`config.mk`:
```
export PLATFORM = sky130hd
export DESIGN_NAME = readout_mux
export DESIGN_NICKNAME = d
export VERILOG_FILES = /design/src/sample_buffer_pkg.sv /design/src/readout_mux.sv
export SDC_FILE = /design/constraint.sdc
export NUM_CORES = 1
export LEC_CHECK = 0
export BUFFER_PORTS_ARGS = -buffer_cell sky130_fd_sc_hd__buf_2
export CAP_MARGIN = 20
export CORE_AREA = 5 5 238 240
export CTS_CLUSTER_DIAMETER = 120
export DETAILED_ROUTE_END_ITERATION = 8
export DIE_AREA = 0 0 243 245
export MAX_ROUTING_LAYER = met4
export SYNTH_ARGS = -nofsm -noshare
export SYNTH_HDL_FRONTEND = slang
export SYNTH_SLANG_ARGS = --single-unit
```
`constraint.sdc`:
```
create_clock -name clk -period 2.1 [get_ports clk]
set_clock_uncertainty 0.15 [all_clocks]
set_input_delay 0.42 -clock clk [delete_from_list [all_inputs] [get_ports clk]]
set_output_delay 0.42 -clock clk [all_outputs]
set_load 0.05 [all_outputs]
```
`src/sample_buffer_pkg.sv`:
```
// shared word shape, stream structs and config layout, imported by every capture buffer module
package sample_buffer_pkg;

  // each ADC channel delivers this many samples per clock in one wide word
  localparam int PARALLEL_SAMPLES = 4;

  // bits per sample as stored in the banks
  localparam int SAMPLE_WIDTH = 16;

  // width of one stored word and of every word on the output stream
  localparam int WORD_WIDTH = PARALLEL_SAMPLES * SAMPLE_WIDTH;

  // banking mode field width, enough for up to 8 channels
  localparam int MODE_WIDTH = 3;

  // a single sample value
  typedef logic [SAMPLE_WIDTH-1:0] sample_t;

  // one parallel word of samples as it arrives from a channel
  typedef logic [WORD_WIDTH-1:0] sample_word_t;

  // a stream word is read two ways:
  // captured data is PARALLEL_SAMPLES samples with sample 0 in the low bits,
  // while the ID and count words use one field with unused upper bits zero
  typedef union packed {
    sample_t [PARALLEL_SAMPLES-1:0] samples;
    logic [WORD_WIDTH-1:0]          header;
  } bank_word_u;

  // output stream word with its qualifiers
  // the handshake ready travels separately against the flow
  typedef struct packed {
    bank_word_u data;
    logic       valid;
    logic       last;
  } stream_t;

  // configuration word, sampled when cfg_valid is high
  // banking_mode n selects 2**n active channels
  // start and stop are taken as one-cycle requests
  typedef struct packed {
    logic [MODE_WIDTH-1:0] banking_mode;
    logic                  start;
    logic                  stop;
  } config_t;

endpackage

```
`src/readout_mux.sv`:
```
// walks the banks in order and feeds their words into one registered output stream
`timescale 1ns/1ns

module readout_mux
  import sample_buffer_pkg::*;
#(
  parameter int CHANNELS = 8
) (
  input  logic                            clk,
  input  logic                            reset,
  input  logic                            start,
  input  logic    [MODE_WIDTH-1:0]        banking_mode,
  input  stream_t [CHANNELS-1:0]          bank_out,
  input  logic    [CHANNELS-1:0]          bank_first,
  input  logic                            out_ready,
  output logic    [CHANNELS-1:0]          bank_ready,
  output stream_t                         out,
  output logic                            readout_done
);

  localparam int SW = $clog2(CHANNELS);
  localparam int NW = SW + 1;

  logic [SW-1:0] bank_select;
  logic [NW-1:0] n_active;
  stream_t       sel;
  bank_word_u    id_word;
  bank_word_u    out_data;
  logic          out_valid;
  logic          out_last;
  logic          final_bank;
  logic          sel_done;

  assign n_active   = NW'(1) << banking_mode;
  assign sel        = bank_out[bank_select];
  assign final_bank = (bank_select == SW'(CHANNELS - 1));
  assign sel_done   = sel.valid && sel.last && out_ready;

  // the channel a bank belongs to replaces the bank's zero ID word
  assign id_word.header = WORD_WIDTH'(bank_select & SW'(n_active - 1'b1));

  // every bank except the selected one is held off
  always_comb begin
    for (int i = 0; i < CHANNELS; i++) begin
      bank_ready[i] = (SW'(i) == bank_select) && out_ready;
    end
  end

  always_ff @(posedge clk) begin
    if (reset) begin
      bank_select <= '0;
    end else if (start) begin
      bank_select <= '0;
    end else if (sel_done) begin
      bank_select <= final_bank ? '0 : bank_select + 1'b1;
    end
  end

  // a bank's last only ends the whole stream when it comes from the final bank
  always_ff @(posedge clk) begin
    if (reset) begin
      out_valid <= 1'b0;
      out_last  <= 1'b0;
    end else if (out_ready) begin
      out_valid <= sel.valid;
      out_last  <= final_bank && sel.valid && sel.last;
    end
  end

  always_ff @(posedge clk) begin
    if (out_ready) begin
      out_data <= bank_first[bank_select] ? id_word : sel.data;
    end
  end

  assign out          = '{data: out_data, valid: out_valid, last: out_last};
  assign readout_done = out_valid && out_last && out_ready;

  // while the sink stalls the selected bank keeps offering the same word
  // and the output register holds its word, so nothing is lost or taken twice
  assert property (@(posedge clk) disable iff (reset)
    !out_ready && !start && sel.valid |=> $stable(sel) && $stable(out));

endmodule

```
# --- Word-level counts from Yosys, hierarchy flattened ---
# Cells that the tools add are included.
totals:
  regBits: 69
  in_bits: 543
  out_inout_bits: 75
classes:
  addsub: 2
  order_cmp: 1
  n_eq_ne: 8
  n_shift: 1
  mux: 6
  bitwise: 1
  reduce_logical: 16
op_table:
  columns: ["cell", "count"]
  rows:
  - ["66-bit binary-select mux with 3-bit select", 1]
  - ["66-bit two-way mux", 1]
  - ["64-bit two-way mux", 1]
  - ["1-bit logical AND", 14]
  - ["3-bit equality test (first input constant)", 4]
  - ["2-bit by 3-bit equality test with 1-bit output (first input constant)", 2]
  - ["3-bit by 4-bit < comparator with 1-bit output (second input constant)", 1]
  - ["3-bit by 1-bit adder with 3-bit output (second input constant)", 1]
  - ["3-bit bitwise AND", 1]
  - ["1-bit binary-select mux with 3-bit select", 1]
  - ["1-bit by 3-bit equality test with 1-bit output (first input constant)", 1]
  - ["3-bit equality test (second input constant)", 1]
  - ["3-bit zero test", 1]
  - ["3-bit two-way mux", 1]
  - ["1-bit by 3-bit left shift with 3-bit output (first input constant)", 1]
  - ["3-bit by 1-bit subtractor with 3-bit output (second input constant)", 1]
  - ["2-bit OR reduction", 1]
  - ["1-bit two-way mux", 1]

# --- Logic depth before layout (Yosys ltp) ---
logic_depth:
  word_depth: 4
  mapped_depth: 7

# --- Least setup slack after synthesis ---
# No wires, ideal clock.
synth_path:
  path_kind: "flip-flop to output port"
  start: "reg bank_select[1]"
  end: "out bank_ready[4]"
  arrival_ps: 1678
  required_time_ps: 1530
  path_slack_ps: -148
  stages_incl_launch_ff: 7
  path_cell_list: "dfxtp_1 buf_6 buf_2 buf_1 inv_1 ha_1 and3_1"
synth_via:
  elab_chain_cells: 2
synth_lines:
  columns: ["element", "line", "source"]
  rows:
  - ["from (decl)", "readout_mux.sv:24", "logic [SW-1:0] bank_select;"]
  - ["from (signal assigned)", "readout_mux.sv:55", "bank_select <= final_bank ? '0 : bank_select + 1'b1;"]
  - ["3-bit equality test", "readout_mux.sv:45", "bank_ready[i] = (SW'(i) == bank_select) && out_ready;"]
  - ["1-bit logical AND", "readout_mux.sv:45", null]
  - ["to (decl)", "readout_mux.sv:16", "output logic [CHANNELS-1:0] bank_ready,"]
# Every way passes these cells.

# --- Final worst setup path ---
layout_path:
  start: "reg bank_select[0]"
  end: "out bank_ready[7]"
# The elaborated chain is that of the path after synthesis.

==> results list <==
- The share of synthesized area in the top cell type comes to 0.440.
- Total Negative Setup Slacks: -0.429 ps
- Post-placement cell area: 10,900 um^2
* Share of the yosys chip area belonging to registers: 0.295
- In this design, the stage delay of the slowest critical-path cell is 380 ps.
- Crit. End Element: primary output
- Total area of sequential cells: 2030 um^2
* Initial cell density of the core: 0.126
- Clk root buf: clkbuf_16
- H-tree Lvls: 3
* First drt pass iteration count: 4
* Worst slack at placement: -68.0 ps
* Cell Pwr Density: 463 nW/um^2
- Post-Synthesis Cells: 498
- CTS tree: done
* # port buffers: 617
* Clock buffer depth: 2
* Final weighted congestion in routability-driven placement: 1.03
* Commonest non-fill, non-tap cell in the layout: buf_2
- Die X-Extent: 243 um
- Fraction of layout instances using a drive strength above 1: 0.801
- The floorplan step defined a die boundary enclosing 59,500 um^2.
- Overflow left after global routing: 0
* Worst-case headroom to the max-slew limit: 0.675
- Number of design rule violations left after detail routing: 0
* HP Start: reset
- Crit path max-delay cell type: dfxtp_4
- Slew Viols, Final: 0
- The synthesized netlist occupies a cell area of 6860 um^2.
- Leak pwr: 4.93 nW
- R2r setup slk: 30 ps
- Clock tree synthesis found a total of 69 sinks.
- Max Freq: 476 MHz
- Each instance of the synthesized netlist takes up on average 13.8 um^2.
* Area used by multi-input combinational logic: 4500 um^2
* Required time of the critical path: 1530 ps
- Number of cells traversed by the worst register-to-register path: 5
* Flop and latch count out of synthesis: 69
* Max FO, Critical Path: 4
* Total Nets Final: 1,673
- Clock-pin slew was measured on the worst setup and hold paths at 70 ps.
* Critical Path, Cell by Cell: buf_12 > ha_4 > ha_4 > and2_4 > buf_12
- The run finished, with violations left.
- After synthesis, the cell types taking the most area are mux4_2 (44%), edfxtp_1 (28%), a21oi_2 (7.7%), nand2_1 (7.1%), buf_6 (1.8%).
- The final layout contains routed wiring with a total length of 36.9 mm.
- Vertical extent of the die: 245 um
- Most instantiated flip-flop cell in the synthesis netlist: edfxtp_1
- The wire-length estimate of the detail-placed layout is 31.1 mm.
* Beginning of the worst register-to-register path: bank_select[0]$_SDFFE_PP0P_
- Category of the critical setup timing path: flip-flop to primary output
- RR Endpoint: out_data[1]$_DFFE_PP_
- Number of filler instances in the final layout: 5,948
- In the layout the commonest cells are buf_2 (608), mux4_2 (134), nand2_1 (128).
- In this run, CTS created clock tree buffers numbering 9.
- In the finished design, the share of the clock period the worst path needs comes to 1.00.
- Across the run, the number of max-cap violations was 0.
* Total nets after synthesis: 1,048
- Setup repair after global routing could not meet its margin everywhere.
- Clk_lat worst skew: 380 ps
- Cell type group with the largest total delay on the critical path: flip-flops
* Remaining number of nets flagged by the antenna check after routing: 0
- In this run, synthesis inferred 64 flip-flops with an integrated enable.
* Final std cell area, no fill: 11,600 um^2
* Min Tclk post-route: 2100 ps
- In this run the worst hold path is classified as input port to flip-flop.
- Total global-route track usage: 0.120
- Cell type contributing the most total cell area after synthesis: mux4_2
- The worst setup path is launched from a flip-flop.
- The number of antenna violations at the first check in global routing came to 3.
* Area growth, synth to finish: 69.1%
- Crit path buffers/inverters: 2
- Boundary Pins: 618
- Total core area: 54,400 um^2
- Setup slack on the critical path of the routed design comes to -0.429 ps.
* Number of unique standard cell types used by synthesis: 36
- Vias per Instance: 4.00
* Wire length of the first global-routing pass: 51.0 mm
* Iter 0 DRT Violations: 390
- The worst hold path terminates at out_last$_SDFFE_PP0P_.
* Critical path arrival: 1530 ps
- In this run, post-CTS hold repair placed 0 buffers.
- Row Count: 86
* Total setup violations reported at the end of the flow: 1
* Post-DR wirelength/cell: 20.1 um
* Via count of the first global-routing pass: 7,937
- Violations in the final reports: setup timing
- Hold-critical path depth: 2
* Number of warnings printed during yosys synthesis: 0
* Actual slew at the worst max-slew pin: 487 ps
* Via count: 7,347
* Pin count of the biggest net entering global routing: 46
- The final hold violation count came to 0.
- Worst IR Drop VDD: 0.000400 V
* Final design utilization: 0.213
* Asr flop ratio synth: 0
==> synth_stat cells, types with 2 or more instances <==
cell	number
buf_1	7
a21oi_2	60
edfxtp_1	64
and2_1	5
buf_2	14
inv_1	4
dlygate4sd1_1	3
nand2_1	130
a21oi_1	2
mux2i_1	5
ha_1	7
clkbuf_1	3
mux4_2	134
nor2_1	5
and3_1	5
o21ai_0	3
buf_6	11
buf_4	9
dfxtp_1	5
buf_8	6
==> per-stage QoR <==
stage / hold slack [ps] / cells / power (mW)
4_1_cts: 42.9 / 1825 / 5.49
3_5_place_dp: 344 / 1800 / 3.38
5_1_grt: 65.4 / 1835 / 5.65
6_report: 89.7 / 1835 / 5.36
3_3_place_gp: 345 / 1800 / 3.35
2_1_floorplan: 299 / 498 / 2.57
==> worst register-to-register path: cells and delay by family (launching register included) <==
family          cells  cell delay [ps]
buf+inv             2              310
flops               1              400
mux                 2              860
compound gates      1              180
==> sequential cells by signal (all words and copies together) (netlist names) <==
name / count
out_data: 64
bank_select: 3
out_last: 1
out_valid: 1
==> timing repair <==
action,CTS,global route
buffers inserted,8,6
setup endpoints to repair,10,49
pin swaps,0,2
resized for setup,26,25
gates cloned,1,1
endpoints found under the hold margin,0,0
==> routing by layer <==
layer  wire [um]  track usage  vias up  part of all wire
li1            -            -     3264                 -
met1       14600        0.139     3614              0.39
met2       18000        0.192      426              0.49
met3        3310       0.0417       43             0.089
met4        1090       0.0482        0             0.029
met5           0            -        -                 0
==> how the worst max path moves through the flow <==
| stage | startpoint | end | slack, ps | depth (start not counted) |
|---|---|---|---|---|
| 4_1_cts | bank_select[1]$_SDFFE_PP0P_ | bank_ready[6] | -40 | 4 |
| 5_1_grt | bank_select[0]$_SDFFE_PP0P_ | bank_ready[7] | -50 | 5 |
| 3_3_place_gp | bank_select[0]$_SDFFE_PP0P_ | out_data[0]$_DFFE_PP_ | -30 | 4 |
| 3_5_place_dp | bank_select[0]$_SDFFE_PP0P_ | out_data[0]$_DFFE_PP_ | -70 | 4 |
| 6_report | bank_select[0]$_SDFFE_PP0P_ | bank_ready[7] | -0.4 | 5 |
| 2_1_floorplan | bank_select[1]$_SDFFE_PP0P_ | bank_ready[4] | 20 | 6 |
==> final cells by class <==
type                       instances  area share
multi-input combinational        370       0.388
clock inverter                     7      0.0119
tap                              704      0.0760
antenna                            3    0.000647
clock buffer                       9      0.0194
timing repair buffer             669       0.327
sequential                        69       0.175
inverter                           4     0.00162
==> logic make-up (layout without fill, tap and decap cells) <==
group | after synthesis | in the layout | synth area share
xor+xnor | 1 | 1 | 0.00128
fa+ha+maj | 7 | 7 | 0.0128
mux | 140 | 140 | 0.449
flops | 69 | 69 | 0.295
compound gates | 68 | 68 | 0.0832
simple gates | 154 | 154 | 0.0923
other cells | 0 | 3 | 0
buf+inv | 59 | 689 | 0.0662
==> where the power goes <==
group	total [mW]	internal, mW	switching, mW	leakage, nW
sequential	1.65	1.61	0.0360	0.695
combinational	1.71	0.810	0.905	4.06
clock	2.00	1.28	0.722	0.177
total	5.36	3.70	1.66	4.93
(Power assumes the default switching activity.)
