$ cat src/sample_buffer_pkg.sv
// shared word shape, stream structs and config layout, imported by every capture buffer module
package sample_buffer_pkg;

  // each ADC channel delivers this many samples per clock in one wide word
  localparam int PARALLEL_SAMPLES = 4;

  // bits per sample as stored in the banks
  localparam int SAMPLE_WIDTH = 16;

  // width of one stored word and of every word on the output stream
  localparam int WORD_WIDTH = PARALLEL_SAMPLES * SAMPLE_WIDTH;

  // banking mode field width, enough for up to 8 channels
  localparam int MODE_WIDTH = 3;

  // a single sample value
  typedef logic [SAMPLE_WIDTH-1:0] sample_t;

  // one parallel word of samples as it arrives from a channel
  typedef logic [WORD_WIDTH-1:0] sample_word_t;

  // a stream word is read two ways:
  // captured data is PARALLEL_SAMPLES samples with sample 0 in the low bits,
  // while the ID and count words use one field with unused upper bits zero
  typedef union packed {
    sample_t [PARALLEL_SAMPLES-1:0] samples;
    logic [WORD_WIDTH-1:0]          header;
  } bank_word_u;

  // output stream word with its qualifiers
  // the handshake ready travels separately against the flow
  typedef struct packed {
    bank_word_u data;
    logic       valid;
    logic       last;
  } stream_t;

  // configuration word, sampled when cfg_valid is high
  // banking_mode n selects 2**n active channels
  // start and stop are taken as one-cycle requests
  typedef struct packed {
    logic [MODE_WIDTH-1:0] banking_mode;
    logic                  start;
    logic                  stop;
  } config_t;

endpackage

$ cat src/capture_control.sv
// decodes the config strobe and decides when all banks stop capturing
`timescale 1ns/1ns

module capture_control
  import sample_buffer_pkg::*;
#(
  parameter int CHANNELS = 8
) (
  input  logic                  clk,
  input  logic                  reset,
  input  logic                  cfg_valid,
  input  config_t               cfg,
  input  logic                  stop_aux,
  input  logic [CHANNELS-1:0]   bank_full,
  input  logic                  readout_done,
  output logic                  start,
  output logic                  stop_banks,
  output logic [MODE_WIDTH-1:0] banking_mode,
  output logic                  capture_started,
  output logic                  buffer_full,
  output logic [CHANNELS-1:0]   full_latch
);

  // one extra bit so all CHANNELS can be active
  localparam int NW = $clog2(CHANNELS) + 1;

  logic                stop;
  logic [NW-1:0]       n_active;
  logic [CHANNELS-1:0] full_mask;

  assign n_active = NW'(1) << banking_mode;

  // start and stop are one-cycle pulses, the mode stays until the next config
  always_ff @(posedge clk) begin
    if (reset) begin
      start        <= 1'b0;
      stop         <= 1'b0;
      banking_mode <= '0;
    end else if (cfg_valid) begin
      start        <= cfg.start;
      stop         <= cfg.stop;
      banking_mode <= cfg.banking_mode;
    end else begin
      start <= 1'b0;
      stop  <= 1'b0;
    end
  end

  assign capture_started = start;

  // the last n_active banks end each chain, so one of them filling up
  // means its channel has no room left
  always_comb begin
    for (int i = 0; i < CHANNELS; i++) begin
      full_mask[i] = (i >= CHANNELS - int'(n_active));
    end
  end

  assign buffer_full = |(full_mask & bank_full);
  assign stop_banks  = stop || stop_aux || buffer_full;

  // a bank drops full when it returns to idle after its readout
  // and the latch keeps it set so the next bank in the chain stays enabled
  // for as long as sparse input is still arriving
  always_ff @(posedge clk) begin
    if (reset) begin
      full_latch <= '0;
    end else if (readout_done) begin
      full_latch <= '0;
    end else begin
      full_latch <= full_latch | bank_full;
    end
  end

  // a mode beyond log2(CHANNELS) would ask for more channels than exist
  assert property (@(posedge clk) disable iff (reset)
    banking_mode <= MODE_WIDTH'($clog2(CHANNELS)));

endmodule

$ cat config.mk
export PLATFORM = sky130hd
export DESIGN_NAME = capture_control
export DESIGN_NICKNAME = d
export VERILOG_FILES = /design/src/sample_buffer_pkg.sv /design/src/capture_control.sv
export SDC_FILE = /design/constraint.sdc
export NUM_CORES = 1
export LEC_CHECK = 0
export ABC_CLOCK_PERIOD_IN_PS = 1800
export BUFFER_PORTS_ARGS = -buffer_cell sky130_fd_sc_hd__buf_2
export CAP_MARGIN = 10
export CORE_MARGIN = 2
export CORE_UTILIZATION = 29
export CTS_CLUSTER_DIAMETER = 60
export DETAILED_ROUTE_END_ITERATION = 6
export SYNTH_ARGS = -nofsm -noshare
export SYNTH_HDL_FRONTEND = slang
export SYNTH_SLANG_ARGS = --single-unit
$ cat constraint.sdc
create_clock -name clk -period 1.8 [get_ports clk]
set_clock_uncertainty 0.05 [all_clocks]
set_input_delay 0.09 -clock clk [delete_from_list [all_inputs] [get_ports clk]]
set_output_delay 0.09 -clock clk [all_outputs]
set_load 0.1 [all_outputs]
### After elaboration in Yosys (flattened, before gate mapping)

Index checks and enable logic that the tools add are counted.

* flip-flop bits (word level): 13
* input bits: 18
* output and inout bits: 15
* word-level logic and storage cells: 22

* $add $sub $neg: 1
* $lt $le $gt $ge: 8
* shift-type cells: 1
* bitwise gates (word level): 3
* reduce and logical (&&, ||, !) cells: 5

Operators by type and width (number)
* $ge A4 B5 Y1 const A: 4
* $ge A3 B5 Y1 const A: 2
* $and A8 B8 Y8: 1
* $or A8 B8 Y8: 1
* $reduce_or A8 Y1: 1
* $ge A1 B5 Y1 const A: 1
* $ge A2 B5 Y1 const A: 1
* $sub A4 B4 Y5 const A: 1
* $reduce_or A2 Y1: 2
* $shl A1 B3 Y4 const A: 1
* $logic_or A1 B1 Y1: 2
* $not A1 Y1: 1

### Logic depth before layout (Yosys ltp)

Gate-level depths: netlist of the first run.

* depth in word-level cells: 6
* mapped depth: 9
* gate-level depth less buffers: 8

### Worst setup path after synthesis of the first run

Ideal clock, no wire load.

* path type: register to output
* start point: reg banking_mode[1]
* end point: out buffer_full
* data arrival time: 4.046 ns
* path slack: -2.386 ns
* cell stages (with the launch flop): 9
* cell sequence: dfxtp_1 -> buf_6 -> nor2_1 -> nand2_1 -> ha_1 -> nand2b_1 -> o31ai_2 -> and3_1 -> o21ai_0

* cells in the longest elaborated chain, start to end: 5

Ends and longest elaborated chain
* from (decl): line capture_control.sv:18 `output logic [MODE_WIDTH-1:0] banking_mode,`
* from (signal assigned): line capture_control.sv:42 `banking_mode <= cfg.banking_mode;`
* $shl A1 B3 Y4 (*): line capture_control.sv:31 `assign n_active = NW'(1) << banking_mode;`
* $sub A4 B4 Y5 (*): line capture_control.sv:55 `full_mask[i] = (i >= CHANNELS - int'(n_active));`
* $ge A1 B5 Y1, or another cell as far along: line capture_control.sv:55
* $and A8 B8 Y8 (*): line capture_control.sv:59 `assign buffer_full = |(full_mask & bank_full);`
* $reduce_or A8 Y1 (*): line capture_control.sv:59
* to (decl): line capture_control.sv:20 `output logic buffer_full,`

Every way passes the cells marked *; elsewhere a longest branch is shown, timed or not.

### Final worst setup path of the first run

* start point: reg banking_mode[2]
* end point: out stop_banks

* cells in the longest elaborated chain, start to end: 6

Ends and longest elaborated chain
* $shl A1 B3 Y4 (*): line capture_control.sv:31
* $sub A4 B4 Y5 (*): line capture_control.sv:55
* $ge A1 B5 Y1, or another cell as far along: line capture_control.sv:55
* $and A8 B8 Y8 (*): line capture_control.sv:59
* $reduce_or A8 Y1 (*): line capture_control.sv:59
* $logic_or A1 B1 Y1 (*): line capture_control.sv:60 `assign stop_banks = stop || stop_aux || buffer_full;`
* to (decl): line capture_control.sv:17 `output logic stop_banks,`

Marks and branches as above.

==> results of run 1 <==
## state kept, by name (all words and copies together), names as in the netlist
name	flops
full_latch	8
stop	1
banking_mode	3
capture_started	1
## layout by cell type, fill, tap and decap left out, types with 2 or more instances in the layout
| cell | n |
|---|---|
| sky130_fd_sc_hd__dlygate4sd3_1 | 8 |
| sky130_fd_sc_hd__buf_4 | 7 |
| sky130_fd_sc_hd__mux2i_1 | 3 |
| sky130_fd_sc_hd__and2b_4 | 2 |
| sky130_fd_sc_hd__o21a_1 | 8 |
| sky130_fd_sc_hd__and3b_1 | 2 |
| sky130_fd_sc_hd__buf_2 | 30 |
| sky130_fd_sc_hd__dfxtp_1 | 10 |
| sky130_fd_sc_hd__o21ai_1 | 2 |
| sky130_fd_sc_hd__dfxtp_4 | 3 |
| sky130_fd_sc_hd__nor2_1 | 5 |
| sky130_fd_sc_hd__clkbuf_4 | 3 |
## repair_timing
item | 4_1_cts | 5_1_grt
pin swaps | 2 | 4
endpoints found under the setup margin | 2 | 2
setup buffers | 0 | 1
resized for setup | 3 | 9
endpoints found under the hold margin | 10 | 0
hold buffers | 8 | 0
## path summary, 6_finish.rpt
check                                    start                           end  slack [ns]  cells after the start
setup reg to reg  banking_mode[2]$_SDFFE_PP0P_  banking_mode[2]$_SDFFE_PP0P_        0.96                      3
setup / recovery  banking_mode[2]$_SDFFE_PP0P_                    stop_banks       -0.51                      7
hold reg to reg       full_latch[1]$_SDFF_PP0_      full_latch[1]$_SDFF_PP0_        0.40                      1
hold / removal                          cfg[3]  banking_mode[1]$_SDFFE_PP0P_       0.005                      3
## layout make-up
class	instances	area, um2	area share (%)
clock buffers	4	26.28	2.561
inverters	1	3.754	0.3659
multi-input cells	41	362.8	35.37
flip-flops and latches	13	271.5	26.46
well taps	27	33.78	3.293
repair buffers	47	327.8	31.95
## stage by stage
| stage | instance area [um2] | power, W | cells | setup slack (ns) | TNS [ns] |
|---|---|---|---|---|---|
| 2_1_floorplan | 611.8 | 0.0005450 | 57 | -1.316 | -2.500 |
| 3_3_place_gp | 862.1 | 0.0006271 | 120 | -0.1439 | -0.2851 |
| 3_5_place_dp | 862.1 | 0.0006316 | 120 | -0.1733 | -0.3250 |
| 4_1_cts | 978.4 | 0.0008235 | 132 | -0.4739 | -0.8677 |
| 5_1_grt | 1026 | 0.0008823 | 133 | -0.5969 | -1.065 |
| 6_report | 1026 | 0.0008399 | 133 | -0.5070 | -0.9073 |
## where the power goes
part	leakage, nW	switching (W)	internal (W)	total [W]
clock network	0.0150	0.0000903	0.0000858	0.000176
logic	0.368	0.000226	0.000131	0.000357
registers	0.109	0.00000655	0.000300	0.000307
## per-layer routing
metal  vias up  GRT usage (%)  routed length [um]
met2        17          20.78                 714
met4         0          8.571                  25
li1        306              -                   -
met3         2          2.160                  75
met5         -              0                   0
met1       246          18.73                 638
## worst min-delay path: stages
cell                      delay [ns]
sky130_fd_sc_hd__buf_2          0.07
sky130_fd_sc_hd__mux2i_1        0.05
sky130_fd_sc_hd__nor2_1         0.07
## kinds of logic after synthesis
kind of cell / count (synthesis) / share of synthesized area, %
AO/OA/AOI/OAI: 16 / 20.47
adder cells (fa/ha/maj): 2 / 4.310
buffers and inverters: 3 / 3.879
flip-flops: 13 / 44.83
multiplexers: 3 / 5.173
AND/OR/NAND/NOR: 20 / 21.34
==> impl_results.rst, run 1 <==
.. list-table::
   :header-rows: 1

   * - Metric
     - Value
   * - Status
     - finished, violations left
   * - Violations in the final reports
     - negative setup slack
   * - Utilization of the core after routing
     - 53.39%
   * - Static leakage power
     - 0.4921 nW
   * - Clock-pin slew reported for the worst setup and hold paths after clock tree synthesis
     - 0.07 ns
   * - Worst endpoint data arrival time
     - 2.17 ns
   * - Sink Count
     - 13
   * - Maximum level of the CTS H-tree
     - 1
   * - Unrepaired setup endpoints after global routing
     - true
   * - Drt pass-1 iters
     - 3
   * - Number of nets in the final layout
     - 127
   * - Count of vias placed by the detailed router
     - 571
   * - Cell with the most instances after synthesis
     - sky130_fd_sc_hd__dfxtp_1
   * - Standard-cell rows
     - 16
   * - Core area
     - 1922 um2
   * - Top Family by Delay on Critical Path
     - simple AND/OR/NAND/NOR gates
   * - Mapped Nets
     - 77
   * - MaxCap Viol Count
     - 0
   * - Number of top-level pins
     - 33
   * - Cell types with the highest counts after synthesis
     - 13 x sky130_fd_sc_hd__dfxtp_1, 8 x sky130_fd_sc_hd__o21a_1, 6 x sky130_fd_sc_hd__nor2_1, 3 x sky130_fd_sc_hd__mux2i_1, 3 x sky130_fd_sc_hd__o21ai_0
   * - Fill cell instance count of the final layout
     - 178
   * - EDFF count, synth
     - 0
   * - CTS root buffer
     - sky130_fd_sc_hd__clkbuf_4
   * - Critical-path top delay cell
     - sky130_fd_sc_hd__or3_4
   * - Clock latency on the worst-skew pair
     - 0.27 ns
   * - Post-DP HPWL
     - 1.088 mm
   * - Per-cell via count in the routed design
     - 4.293
   * - Worst slew margin
     - 64.47%
   * - Least-Margin Pin Slew
     - 0.5311 ns
   * - Wire length of the first global-routing pass
     - 2.573 mm
   * - DRC violations left
     - 0
   * - Async SR Flop Fraction
     - 0%
   * - DIE AREA
     - 2376 um2
   * - Count of different cell masters after synthesis
     - 24
   * - Hold violation total from the final report
     - 0
   * - Pins over their slew limit
     - 0
   * - Global Route Usage Sum
     - 13.90%
   * - Initial antenna violation count
     - 0
   * - Synth top area cells
     - sky130_fd_sc_hd__dfxtp_1 45%, sky130_fd_sc_hd__o21a_1 10%, sky130_fd_sc_hd__mux2i_1 5.2%
   * - Total wire length
     - 1.453 mm
   * - Startpoint class of the critical path
     - flip-flop
   * - IR Drop Worst-Case VDD
     - 0.4702 mV
   * - Routability congestion estimate
     - 0.7231
   * - Stage delay of the slowest cell on the critical path
     - 0.41 ns
   * - Worst path required time
     - 1.66 ns
   * - Synthesized flop and latch total
     - 13
   * - Min-Delay Path Class
     - in -> reg
   * - Power per Cell Area
     - 818.6 nW/um2
   * - Post-detailed-route count of antenna-violating nets
     - 0
   * - Synthesized area
     - 580.6 um2
   * - Final period util
     - 128.2%
   * - Largest net degree at the start of global routing
     - 9
   * - Critical Path Sink Type
     - output pin
   * - Post-Syn Instances
     - 57
   * - Number of diodes
     - 0
   * - Buffers & Inverters on Critical Path
     - 1
   * - Kind of critical path
     - reg -> out
   * - Y dimension of the die
     - 48.74 um
   * - Clock tree from TritonCTS
     - yes
   * - Number of CTS-inserted buffers
     - 3
   * - Count of port buffers added during placement
     - 32
   * - Total grt overflow
     - 0
   * - Cell-by-cell listing of the critical path
     - or3_4, ha_4, nand2b_4, o31ai_2, and3_4, o211ai_1, clkbuf_16
   * - Setup slack of the critical path after layout
     - -0.5070 ns
   * - Synthesis warning total
     - 0
   * - Library cell with the largest summed area after synthesis
     - sky130_fd_sc_hd__dfxtp_1
   * - Horizontal extent of the die
     - 48.74 um
   * - Post-synthesis sequential area ratio
     - 44.83%
   * - Initial Util
     - 30.21%
   * - Avg WL per Cell
     - 10.92 um
   * - Highest attainable clock frequency
     - 433.5 MHz
   * - Area growth from synthesis to layout
     - 76.72%
   * - Via count of the first global-routing pass
     - 576
   * - Tmin final
     - 2.307 ns
   * - Count of final setup violators
     - 2
   * - DRC marker count from the first detailed-route iteration
     - 4
   * - Avg Synthesized Cell Area
     - 10.19 um2
   * - Fraction of synthesized cell area taken by the top area cell type
     - 44.83%
   * - Layout cell share with drive strength beyond 1
     - 54.72%
   * - Biggest fanout along the worst timing path
     - 3
   * - Max Buffers Root-to-Sink
     - 2
   * - Post-Route Hold Slack
     - 0.004694 ns
   * - Top FF cell, synth
     - sky130_fd_sc_hd__dfxtp_1
Power figures use the tool's default switching activity.
==> run 2, diff against run 1 <==
Settings changed: ABC_AREA set to 1, CORE_ASPECT_RATIO set to 0.6, MAX_ROUTING_LAYER set to met4.
==> impl_results.rst, run 2 <==
.. list-table::
   :header-rows: 1

   * - Metric
     - Value
   * - Synth top area cells
     - sky130_fd_sc_hd__dfxtp_1 41%, sky130_fd_sc_hd__nor2_1 15%, sky130_fd_sc_hd__nand2_1 13%
   * - Top FF cell, synth
     - sky130_fd_sc_hd__dfxtp_1
   * - Wire length of the first global-routing pass
     - 2.918 mm (+13%)
   * - Clock-pin slew reported for the worst setup and hold paths after clock tree synthesis
     - 0.08 ns (about the same)
   * - Horizontal extent of the die
     - 64.14 um (+32%)
   * - Largest net degree at the start of global routing
     - 9 (unchanged)
   * - Utilization of the core after routing
     - 49.94% (-3.4 points)
   * - Per-cell via count in the routed design
     - 4.446 (+3.6%)
   * - Layout cell share with drive strength beyond 1
     - 48.55% (-6.2 points)
   * - Kind of critical path
     - reg -> out
   * - Worst slew margin
     - 67.11% (+2.6 points)
   * - EDFF count, synth
     - 0 (unchanged)
   * - Static leakage power
     - 0.5452 nW (+11%)
   * - Pins over their slew limit
     - 0 (unchanged)
   * - Power per Cell Area
     - 835.8 nW/um2 (+2.1%)
   * - Most flop-heavy register
     - full_latch
   * - Setup slack of the critical path after layout
     - -0.3032 ns (+0.2038 ns)
   * - Mapped Nets
     - 112 (+45%)
   * - Startpoint class of the critical path
     - flip-flop
   * - MaxCap Viol Count
     - 0 (unchanged)
   * - Maximum level of the CTS H-tree
     - 1 (unchanged)
   * - Dpl ws
     - -0.07217 ns (+0.1012 ns)
   * - Count of vias placed by the detailed router
     - 747 (+31%)
   * - Post-detailed-route count of antenna-violating nets
     - 0 (unchanged)
   * - Total grt overflow
     - 0 (unchanged)
   * - Biggest fanout along the worst timing path
     - 3 (unchanged)
   * - CTS root buffer
     - sky130_fd_sc_hd__clkbuf_4
   * - Switching power as a share of total power
     - 42.40% (+3.9 points)
   * - Y dimension of the die
     - 40.09 um (-18%)
   * - Cell types with the highest counts after synthesis
     - 25 x sky130_fd_sc_hd__nor2_1, 21 x sky130_fd_sc_hd__nand2_1, 13 x sky130_fd_sc_hd__dfxtp_1, 6 x sky130_fd_sc_hd__inv_1
   * - Synthesis warning total
     - 0 (unchanged)
   * - Number of nets in the final layout
     - 159 (+25%)
   * - Avg WL per Cell
     - 10.90 um (-0.24%)
   * - Via count of the first global-routing pass
     - 709 (+23%)
   * - Area growth from synthesis to layout
     - 67.79%
   * - Setup TNS Final
     - -0.5814 ns (+0.3259 ns)
   * - R2R depth
     - 5 (+2)
   * - Violations in the final reports
     - negative setup slack
   * - Drt pass-1 iters
     - 4 (+1)
   * - Number of instances on the worst hold path
     - 3 (unchanged)
   * - Tmin final
     - 2.103 ns (-0.2038 ns)
   * - Final period util
     - 116.8% (-11 points)
   * - Post-DP HPWL
     - 1.362 mm (+25%)
   * - Worst setup path start
     - banking_mode[2]$_SDFFE_PP0P_
   * - Least-Margin Pin Slew
     - 0.4967 ns (-0.03432 ns)
   * - Initial Util
     - 29.76% (-0.45 points)
   * - Sequential Power Share
     - 35.8% (-0.7 points)
   * - Global Route Usage Sum
     - 16.08% (+2.2 points)
   * - DRC violations left
     - 0 (unchanged)
   * - Number of CTS-inserted buffers
     - 3 (unchanged)
   * - Total internal power
     - 0.0005084 W (-1.6%)
   * - Sink Count
     - 13 (unchanged)
   * - Clock tree from TritonCTS
     - yes
   * - Hold violation total from the final report
     - 0 (unchanged)
   * - Initial antenna violation count
     - 0 (unchanged)
   * - DRC marker count from the first detailed-route iteration
     - 14 (+10)
   * - Worst endpoint data arrival time
     - 1.96 ns (-0.21 ns)
   * - Setup slack of the most critical reg-to-reg path
     - 0.66 ns (-0.30 ns)
   * - Clock latency on the worst-skew pair
     - 0.28 ns (about the same)
   * - Total wire length
     - 1.831 mm (+26%)
   * - Post-Syn Instances
     - 92 (+61%)
   * - Most common cell after layout, fill and taps aside
     - sky130_fd_sc_hd__buf_2
   * - Library cell with the largest summed area after synthesis
     - sky130_fd_sc_hd__dfxtp_1
   * - Number of flip-flops under the largest register name
     - 8 (unchanged)
   * - Min-Delay Path Class
     - in -> reg
   * - Highest attainable clock frequency
     - 475.5 MHz (+9.7%)
   * - Clock share of power
     - 20.5% (-0.5 points)
   * - Registers with the most flip-flops
     - full_latch: 8 flops, banking_mode: 3 flops
   * - Count of port buffers added during placement
     - 32 (unchanged)
   * - Unrepaired setup endpoints after global routing
     - true
   * - Count of final setup violators
     - 2 (unchanged)
   * - Number of diodes
     - 0 (unchanged)
   * - Post-synthesis sequential area ratio
     - 41.35% (-3.5 points)
   * - P_sw
     - 0.0003742 W (+16%)
   * - Synthesized flop and latch total
     - 13 (unchanged)
   * - Standard-cell rows
     - 13 (-3)
   * - Worst reg2reg startpoint
     - banking_mode[2]$_SDFFE_PP0P_
   * - Number of top-level pins
     - 33 (unchanged)
   * - Core area
     - 2115 um2 (+10%)
   * - Synthesized area
     - 629.4 um2 (+8.4%)
   * - Capture point of the worst reg-to-reg path
     - banking_mode[2]$_SDFFE_PP0P_
   * - Count of different cell masters after synthesis
     - 18 (-25%)
   * - Async SR Flop Fraction
     - 0% (unchanged)
   * - IR Drop Worst-Case VDD
     - 0.3621 mV (-23%)
   * - Critical Path Sink Type
     - output pin
   * - Fraction of synthesized cell area taken by the top area cell type
     - 41.35% (-3.5 points)
   * - Worst path required time
     - 1.66 ns (about the same)
   * - Comb pwr share
     - 43.7% (+1.2 points)
   * - Commonest cells after routing, fill and taps aside
     - 30 x sky130_fd_sc_hd__buf_2, 24 x sky130_fd_sc_hd__nor2_1, 15 x sky130_fd_sc_hd__nand2_1, 10 x sky130_fd_sc_hd__dfxtp_1, 7 x sky130_fd_sc_hd__buf_4
   * - Routability congestion estimate
     - 0.8408 (+16%)
   * - Max Buffers Root-to-Sink
     - 2 (unchanged)
   * - DIE AREA
     - 2571 um2 (+8.2%)
   * - Status
     - finished, violations left
   * - Avg Synthesized Cell Area
     - 6.841 um2 (-33%)
   * - Endpoint of the worst setup timing path
     - stop_banks
   * - Cell with the most instances after synthesis
     - sky130_fd_sc_hd__nor2_1
## run 2: changes by cell type in the layout (fill, tap and decap cells not counted), sizes merged, moves of 2 or more
cell         delta
and3b           -2
and2b           -2
nand2          +20
mux2i           -3
a211oi          +3
dlygate4sd3     -3
nor3            -2
nor3b           +2
inv             +9
nand4           +2
nand3           +4
nor2           +23
o21a            -8
## run 2: worst min-delay path by stage
stage	startpoint	end	slack [ns]
floorplan	reset	banking_mode[0]$_SDFFE_PP0P_	0.11
global placement	bank_full[6]	full_latch[6]$_SDFF_PP0_	0.28
detailed placement	reset	banking_mode[0]$_SDFFE_PP0P_	0.28
CTS	bank_full[5]	full_latch[5]$_SDFF_PP0_	0.004
global route	bank_full[5]	full_latch[5]$_SDFF_PP0_	0.007
finish	bank_full[5]	full_latch[5]$_SDFF_PP0_	0.008
## run 2: repair_timing
| action | in CTS | in global routing |
|---|---|---|
| buffers inserted | 2 | 1 |
| pin swaps | 8 | 11 |
| hold buffers | 5 | 0 |
| cloned | 0 | 0 |
| gates resized for setup | 6 | 6 |
| endpoints found under the setup margin | 2 | 2 |
| hold endpoints to repair | 9 | 0 |
## run 2: kinds of logic after synthesis
| logic type | synth area share [%] |
|---|---|
| buffers and inverters | 7.752 |
| AOI/OAI and AO/OA | 5.167 |
| DFF | 41.35 |
| and+or+nand+nor | 41.75 |
| adders and majority gates | 3.976 |
## run 2: power groups by stage
| stage | Sequential, W | Clock [W] | Combinational [W] |
|---|---|---|---|
| floorplan | 0.000422 | 0 | 0.000156 |
| global placement | 0.000320 | 0 | 0.000342 |
| detailed placement | 0.000320 | 0 | 0.000347 |
| CTS | 0.000315 | 0.000189 | 0.000372 |
| global route | 0.000318 | 0.000204 | 0.000408 |
| finish | 0.000316 | 0.000181 | 0.000386 |
## run 2: cell type report
| type | instances | area, um2 |
|---|---|---|
| tap | 30 | 37.54 |
| timing repair buffer | 44 | 292.8 |
| sequential | 13 | 271.5 |
| clock buffer | 4 | 26.28 |
| inverter | 10 | 40.04 |
| fill | 215 | 1059 |
| multi-input combinational | 67 | 387.9 |
## run 2: critical path, cell delays in order, from the launching register on
cell                      delay (ns)
sky130_fd_sc_hd__dfxtp_4        0.36
sky130_fd_sc_hd__inv_4          0.06
sky130_fd_sc_hd__nand2_4        0.04
sky130_fd_sc_hd__nor2_4         0.10
sky130_fd_sc_hd__inv_2          0.05
sky130_fd_sc_hd__ha_4           0.27
sky130_fd_sc_hd__inv_2          0.04
sky130_fd_sc_hd__nor2_1         0.09
sky130_fd_sc_hd__nand3_1        0.07
sky130_fd_sc_hd__nand3_1        0.10
sky130_fd_sc_hd__nand2_2        0.07
sky130_fd_sc_hd__nor2_4         0.16
sky130_fd_sc_hd__nand3_4        0.09
sky130_fd_sc_hd__buf_12         0.17
## run 2: per-layer routing
metal | track usage, % | routed length [um]
met5 | - | 0
met4 | 9.043 | 69
met2 | 27.34 | 842
met1 | 16.11 | 780
met3 | 7.584 | 140
## run 2: stage by stage
step | hold slack (ns) | total power [W] | cells | instance area (um2)
final | 0.007506 | 0.0008826 | 168 | 1056
after global routing | 0.007232 | 0.0009296 | 168 | 1056
after CTS | 0.004263 | 0.0008749 | 167 | 1033
after detailed placement | 0.2796 | 0.0006679 | 156 | 917.1
after global placement | 0.2758 | 0.0006621 | 156 | 917.1
after floorplan | 0.1087 | 0.0005783 | 92 | 670.6
